==> src/clkmgr_settings.svh <==
/*
 * Clock manager settings.
 * Unit counts, APB widths and the register offsets.
 */

`ifndef CLKMGR_SETTINGS_SVH
`define CLKMGR_SETTINGS_SVH

// Clock counts.
`define CLKMGR_NUM_PERI 4
`define CLKMGR_NUM_TRANS 4

// APB widths.
`define CLKMGR_AW 12
`define CLKMGR_DW 32

// Register offsets.
`define CLKMGR_PERI_EN_OFS 12'h000
`define CLKMGR_HINT_OFS 12'h004
`define CLKMGR_STATUS_OFS 12'h008

`endif

==> src/clkmgr_pkg.sv <==
/*
 * Clock manager clock-side types.
 * Enable vectors and the divider mode.
 */

`include "clkmgr_settings.svh"

package clkmgr_pkg;

  // One bit per software-gated peripheral clock.
  typedef logic [`CLKMGR_NUM_PERI-1:0] peri_en_t;

  // One bit per transactional unit.
  typedef logic [`CLKMGR_NUM_TRANS-1:0] trans_en_t;

  // Divider operating mode.
  typedef enum logic {
    DivNormal,
    DivStepped
  } div_mode_e;

endpackage

==> src/clkmgr_reg_pkg.sv <==
/*
 * Clock manager register-side types.
 */

`include "clkmgr_settings.svh"

package clkmgr_reg_pkg;

  // APB address.
  typedef logic [`CLKMGR_AW-1:0] apb_addr_t;

  // APB read and write data.
  typedef logic [`CLKMGR_DW-1:0] apb_data_t;

endpackage

==> src/clkmgr_reg.sv <==
/*
 * Clock manager APB register block.
 * Peripheral enables, transactional hints and the hint status.
 */

`timescale 1ns/1ps

`include "clkmgr_settings.svh"

module clkmgr_reg
  import clkmgr_pkg::*;
  import clkmgr_reg_pkg::*;
(
  input  logic      clk_i,
  input  logic      rst_i,
  input  logic      psel_i,
  input  logic      penable_i,
  input  logic      pwrite_i,
  input  apb_addr_t paddr_i,
  input  apb_data_t pwdata_i,
  output apb_data_t prdata_o,
  output logic      pready_o,
  output logic      pslverr_o,
  input  trans_en_t trans_status_i,
  output peri_en_t  peri_sw_en_o,
  output trans_en_t hint_o
);

  logic      access;
  logic      hit_peri;
  logic      hit_hint;
  logic      hit_status;
  logic      hit_any;
  logic      wr_peri;
  logic      wr_hint;
  peri_en_t  peri_sw_en_q;
  trans_en_t hint_q;
  apb_data_t rdata;

  assign access = psel_i & penable_i;

  // Address decode.
  assign hit_peri   = (paddr_i == `CLKMGR_PERI_EN_OFS);
  assign hit_hint   = (paddr_i == `CLKMGR_HINT_OFS);
  assign hit_status = (paddr_i == `CLKMGR_STATUS_OFS);
  assign hit_any    = hit_peri | hit_hint | hit_status;

  assign wr_peri = access & pwrite_i & hit_peri;
  assign wr_hint = access & pwrite_i & hit_hint;

  // Both registers come up with every clock enabled.
  always_ff @(posedge clk_i) begin
    if (rst_i) begin
      peri_sw_en_q <= '1;
      hint_q       <= '1;
    end else begin
      if (wr_peri) begin
        peri_sw_en_q <= pwdata_i[`CLKMGR_NUM_PERI-1:0];
      end
      if (wr_hint) begin
        hint_q <= pwdata_i[`CLKMGR_NUM_TRANS-1:0];
      end
    end
  end

  // Read data only in a read access cycle, zero otherwise.
  always_comb begin
    rdata = '0;
    if (access && !pwrite_i) begin
      if (hit_peri) begin
        rdata[`CLKMGR_NUM_PERI-1:0] = peri_sw_en_q;
      end else if (hit_hint) begin
        rdata[`CLKMGR_NUM_TRANS-1:0] = hint_q;
      end else if (hit_status) begin
        rdata[`CLKMGR_NUM_TRANS-1:0] = trans_status_i;
      end
    end
  end

  assign prdata_o  = rdata;
  assign pready_o  = 1'b1;
  // Unmapped address, or a write to the read-only status.
  assign pslverr_o = access & (~hit_any | (pwrite_i & hit_status));

  assign peri_sw_en_o = peri_sw_en_q;
  assign hint_o       = hint_q;

  a_err_in_access: assert property (
    @(posedge clk_i) disable iff (rst_i)
    pslverr_o |-> psel_i && penable_i
  );

endmodule

==> src/clkmgr_trans.sv <==
/*
 * Transactional clock gate for one unit.
 * The clock stays on while the unit is busy, whatever the hint says.
 */

`timescale 1ns/1ps

`include "clkmgr_settings.svh"

module clkmgr_trans (
  input  logic clk_i,
  input  logic rst_i,
  input  logic ip_clk_en_i,
  input  logic hint_i,
  input  logic idle_i,
  output logic cg_en_o,
  output logic status_o
);

  logic en_d;
  logic en_q;

  // Off only when software hints off and the unit is idle.
  assign en_d = ip_clk_en_i & (hint_i | ~idle_i);

  always_ff @(posedge clk_i) begin
    if (rst_i) begin
      en_q <= 1'b0;
    end else begin
      en_q <= en_d;
    end
  end

  assign cg_en_o  = en_q;
  assign status_o = en_q;

  // A busy unit never loses its clock.
  a_busy_keeps_clk: assert property (
    @(posedge clk_i) disable iff (rst_i)
    (ip_clk_en_i && !idle_i) |=> cg_en_o
  );

endmodule

==> src/clkmgr_div.sv <==
/*
 * Clock divider producing div2 and div4 enable pulses.
 * A step-down request halves both ratios.
 */

`timescale 1ns/1ps

`include "clkmgr_settings.svh"

module clkmgr_div
  import clkmgr_pkg::*;
(
  input  logic clk_i,
  input  logic rst_i,
  input  logic step_down_i,
  output logic div2_en_o,
  output logic div4_en_o
);

  div_mode_e   mode_q;
  div_mode_e   mode_d;
  logic [1:0]  cnt_q;

  // Free-running phase counter.
  always_ff @(posedge clk_i) begin
    if (rst_i) begin
      cnt_q <= 2'd0;
    end else begin
      cnt_q <= cnt_q + 2'd1;
    end
  end

  // Mode follows the sampled request one cycle later.
  always_comb begin
    mode_d = mode_q;
    case (mode_q)
      DivNormal:  if (step_down_i) mode_d = DivStepped;
      DivStepped: if (!step_down_i) mode_d = DivNormal;
      default:    mode_d = DivNormal;
    endcase
  end

  always_ff @(posedge clk_i) begin
    if (rst_i) begin
      mode_q <= DivNormal;
    end else begin
      mode_q <= mode_d;
    end
  end

  assign div2_en_o = (mode_q == DivStepped) ? 1'b1 : cnt_q[0];
  assign div4_en_o = (mode_q == DivStepped) ? cnt_q[0] : (cnt_q == 2'd3);

  // The div4 pulse always lands on a div2 pulse.
  a_div4_in_div2: assert property (
    @(posedge clk_i) disable iff (rst_i)
    div4_en_o |-> div2_en_o
  );

endmodule

==> src/clkmgr.sv <==
/*
 * Clock manager top level.
 * Register block, transactional gates and the divider.
 */

`timescale 1ns/1ps

`include "clkmgr_settings.svh"

module clkmgr
  import clkmgr_pkg::*;
  import clkmgr_reg_pkg::*;
(
  input  logic      clk_i,
  input  logic      rst_i,
  input  logic      psel_i,
  input  logic      penable_i,
  input  logic      pwrite_i,
  input  apb_addr_t paddr_i,
  input  apb_data_t pwdata_i,
  output apb_data_t prdata_o,
  output logic      pready_o,
  output logic      pslverr_o,
  input  logic      ip_clk_en_i,
  input  trans_en_t idle_i,
  input  logic      div_step_down_i,
  output peri_en_t  peri_cg_en_o,
  output trans_en_t trans_cg_en_o,
  output logic      div2_en_o,
  output logic      div4_en_o
);

  peri_en_t  peri_sw_en;
  trans_en_t hint;
  trans_en_t trans_status;

  clkmgr_reg u_reg (
    .clk_i,
    .rst_i,
    .psel_i,
    .penable_i,
    .pwrite_i,
    .paddr_i,
    .pwdata_i,
    .prdata_o,
    .pready_o,
    .pslverr_o,
    .trans_status_i (trans_status),
    .peri_sw_en_o   (peri_sw_en),
    .hint_o         (hint)
  );

  // Peripheral clocks follow the software enable directly.
  assign peri_cg_en_o = {`CLKMGR_NUM_PERI{ip_clk_en_i}} & peri_sw_en;

  for (genvar i = 0; i < `CLKMGR_NUM_TRANS; i++) begin : g_trans
    clkmgr_trans u_trans (
      .clk_i,
      .rst_i,
      .ip_clk_en_i,
      .hint_i   (hint[i]),
      .idle_i   (idle_i[i]),
      .cg_en_o  (trans_cg_en_o[i]),
      .status_o (trans_status[i])
    );
  end

  clkmgr_div u_div (
    .clk_i,
    .rst_i,
    .step_down_i (div_step_down_i),
    .div2_en_o,
    .div4_en_o
  );

endmodule

==> config.mk <==
export PLATFORM = sky130hd
export DESIGN_NAME = clkmgr
export DESIGN_NICKNAME = d
export VERILOG_FILES = /design/src/clkmgr_pkg.sv /design/src/clkmgr_reg_pkg.sv /design/src/clkmgr_reg.sv /design/src/clkmgr_trans.sv /design/src/clkmgr_div.sv /design/src/clkmgr.sv
export VERILOG_INCLUDE_DIRS = /design/src
export SDC_FILE = /design/constraint.sdc
export NUM_CORES = 1
export LEC_CHECK = 0
export BUFFER_PORTS_ARGS = -buffer_cell sky130_fd_sc_hd__buf_2
export CAP_MARGIN = 20
export CELL_PAD_IN_SITES_DETAIL_PLACEMENT = 2
export CELL_PAD_IN_SITES_GLOBAL_PLACEMENT = 2
export CORE_MARGIN = 2
export CORE_UTILIZATION = 17
export CTS_CLUSTER_DIAMETER = 100
export DETAILED_ROUTE_END_ITERATION = 16
export PLACE_DENSITY_LB_ADDON = 0.1
export SYNTH_ARGS = -nofsm -noshare
export SYNTH_HDL_FRONTEND = slang
export SYNTH_SLANG_ARGS = --single-unit
==> constraint.sdc <==
create_clock -name clk_i -period 1.27 [get_ports clk_i]
set_clock_uncertainty 0.15 [all_clocks]
set_input_delay 0.127 -clock clk_i [delete_from_list [all_inputs] [get_ports clk_i]]
set_output_delay 0.127 -clock clk_i [all_outputs]
set_load 0.005 [all_outputs]
==> impl_metrics.toml <==
[outcome]
status = "finished with violations"
violations = "negative setup slack"

[grt]
grtUsageTotal_pct = 9.979
antenna_found_initial = 0
grt_start_max_net_pins = 17
gr-total-overflow = 0
grt_pass1_wl_um = 4885
grt_pass1_vias = 980

[logic_synthesis]
async_flop_share_pct = 0
yosys.area.top_type = "dfxtp_1"
ys_seq_elements = 15
synthFlopType = "dfxtp_1"
synth_seq_area_share_pct = 29.41
yosys-top-cells-count = "33 x buf_4, 18 x nor2_1, 15 x dfxtp_1, 8 x mux2i_1, 5 x inv_1"
syn_avg_cell_area_um2 = 8.652
synth_edf_count = 0
synth_warnings = 0
yosys.area.top_type_share_pct = 29.41
synth_most_common_cell = "buf_4"
synth.distinct_cells = 28
synthTopCellsByArea = "dfxtp_1 29%, buf_4 24%, mux2i_1 7.8%"
syn_inst = 118
syn-cell-area_mm2 = 0.001021

[sta]
timing.fmax_mhz = 667.2
setup_viol = 7
finalCriticalPeriod_ns = 1.499
rsz0062_at_grt = "true"
fin_crit_sh_pct = 118.0
holdWs_ns = 0.01645
hold_viol = 0
setup_ws_ns = -0.2288
drv_slew = 0

[route]
wirelength_um = 3311
drc = 0
drt-pass1-iter-count = 2
viasPerCell = 3.735
vias = 960
wire_per_inst_um = 12.88
drt_iter0_markers = 24
antenna_left = 0

[worst_hold_path]
hold_start = "pwdata_i[2]"
hold_path.class = "input pin to flop"

[final_layout]
n_antenna_cell = 0
fin_area_mm2 = 0.001620
fin_nets = 239
drive_gt1_share_pct = 46.15
syn2layout_area_growth_pct = 58.70

[setup_path]
reg2reg_to = "u_div.cnt_q[1]"
crit_end = "prdata_o[1]"
crit_chain = "buf_6 -> nor4_4 -> nand4_4 -> a2111oi_4 -> buf_2"
cp-end-kind = "output pin"
cp_slowest_cell = "nor4_4"
path_depth = 5
critPathBufInv = 2
r2r_slack_ns = 0.31
rr_worst_depth = 2
startpoint = "paddr_i[8]"
worstSetupPathType = "input pin to output pin"
critPathLaunchType = "input pin"
cp.required_ns = 0.99
rr_startpoint = "u_div.cnt_q[0]"
critical-path-max-stage-delay_ns = 0.36
arrival_ns = 1.22
cp_max_fo = 4
crit_family = "simple AND/OR/NAND/NOR gates"

[power_and_ir_drop]
power.density_mw_per_mm2 = 711.3
ir_worst_vdd_uv = 273.5
p_leak_nw = 0.8145
p_total_mw = 1.152

[clocking]
cts.sinks = 15
clockRootBuffer = "clkbuf_8"
clk_transition_reported_paths_ns = 0.07
cts.path.max_buffers = 2
cts_made_buffers = 3
tritoncts = "built"
clock_latency_ns = 0.25
ctsHtreeMaxLevel = 1

[place]
port_buffers = 41
place.gp.congestion = 0.7788
placed_area_mm2 = 0.001295
dp.final_hpwl_um = 2630

[die]
die_w_um = 81.50
rows = 28
boundaryPins = 99
core_region_area_mm2 = 0.005851
die-area_mm2 = 0.006641
die_y_um = 81.50
initial_core_util_pct = 17.45

[run]
maxCapViolations = 0
## logic make-up (layout without fill, tap and decap cells)
| kind of cell | Yosys count | count (layout) | synth area share [%] |
|---|---|---|---|
| multiplexers | 9 | 9 | 8.946 |
| other | 2 | 29 | 0.7356 |
| buffers and inverters | 39 | 76 | 26.47 |
| AND/OR/NAND/NOR | 38 | 38 | 23.04 |
| flip-flops | 15 | 15 | 29.41 |
| adder cells (fa/ha/maj) | 1 | 1 | 1.225 |
| AO/OA/AOI/OAI | 14 | 14 | 10.17 |
## tightest hold or removal path, delay by kind of cell
kind	cells	cell delay [ns]
AND/OR/NAND/NOR	1	0.05
multiplexers	1	0.11
buffers and inverters	1	0.09
## worst min path at each step
stage,to,slack [ns],depth (start not counted)
global placement,g_trans[1].u_trans.cg_en_o,0.16,2
floorplan,u_div.cnt_q[1],0.05,1
detailed placement,g_trans[2].u_trans.cg_en_o,0.16,2
global route,u_reg.peri_sw_en_o[2],0.03,3
finish,u_reg.peri_sw_en_o[2],0.02,3
CTS,u_reg.hint_o[2],0.009,3
## power by group
part | internal (mW) | switching, mW | total [mW] | leakage (nW)
clock network | 0.218 | 0.182 | 0.400 | 0.0255
registers | 0.485 | 0.0105 | 0.495 | 0.123
logic | 0.135 | 0.123 | 0.257 | 0.666
## routing by layer
layer	wire length, um	GRT usage, %
met5	0	0
met4	32	3.559
met3	204	1.429
met2	1762	18.69
met1	1312	11.41
## final cells by class
cell class,count,area [um^2]
well taps,75,93.84
clock inverters,1,5.005
clock buffers,3,41.29
multi-input cells,91,676.9
flip-flops and latches,15,307.8
inverters,5,18.77
repair buffers,67,476.7
fillers,683,4230
## state kept, by name, summed over array words and instances (netlist names)
signal and flops:
g_trans.u_trans.cg_en_o 4, u_reg.peri_sw_en_o 4, u_div.cnt_q 2, u_div.mode_q 1, u_reg.hint_o 4
## cell usage in the layout (no fill, tap or decap)
| cell | netlist | final |
|---|---|---|
| nor2_1 | 18 | 14 |
| nand2_1 | 1 | 1 |
| nand2b_1 | 1 | 1 |
| dfxtp_2 | 0 | 3 |
| buf_4 | 33 | 13 |
| a41oi_2 | 0 | 1 |
| clkbuf_8 | 0 | 3 |
| ha_4 | 0 | 1 |
| nor4_4 | 2 | 2 |
| nor2b_1 | 2 | 2 |
| a21oi_1 | 4 | 4 |
| buf_2 | 0 | 35 |
| dfxtp_1 | 15 | 11 |
| nor4_2 | 0 | 1 |
| and3b_1 | 1 | 1 |
| nand4_4 | 0 | 1 |
| nor2_2 | 0 | 4 |
| dlygate4sd3_1 | 0 | 8 |
| o21ai_0 | 1 | 1 |
| and2_1 | 4 | 4 |
| or2_4 | 0 | 1 |
| nand4_1 | 2 | 2 |
| dfxtp_4 | 0 | 1 |
| conb_1 | 2 | 29 |
| and3_1 | 1 | 1 |
| nor3b_1 | 1 | 1 |
| mux2i_1 | 8 | 8 |
| or4_4 | 0 | 1 |
| a2111oi_4 | 0 | 4 |
| a21boi_1 | 0 | 4 |
| inv_1 | 5 | 5 |
| and4b_1 | 1 | 1 |
| clkinv_2 | 0 | 1 |
| mux2_4 | 0 | 1 |
| buf_6 | 0 | 11 |
## per-stage QoR
step                      setup TNS (ns)  instances  setup WS (ns)  util [%]
after floorplan                  -0.2104        145       -0.05259         -
after global placement            -2.395        241        -0.3216     22.13
after detailed placement          -2.794        241        -0.4110     22.13
after CTS                         -1.043        257        -0.2317     27.05
after global routing              -1.508        257        -0.2945     27.69
final                             -1.094        257        -0.2288     27.69
## timing repair
| item | 4_1_cts | 5_1_grt |
|---|---|---|
| pin swaps | 10 | 1 |
| endpoints found under the hold margin | 11 | 0 |
| resized for setup | 26 | 10 |
| hold buffers | 8 | 0 |
| setup endpoints to repair | 7 | 14 |
| setup buffers | 7 | 0 |
Power figures use the tool's default switching activity.
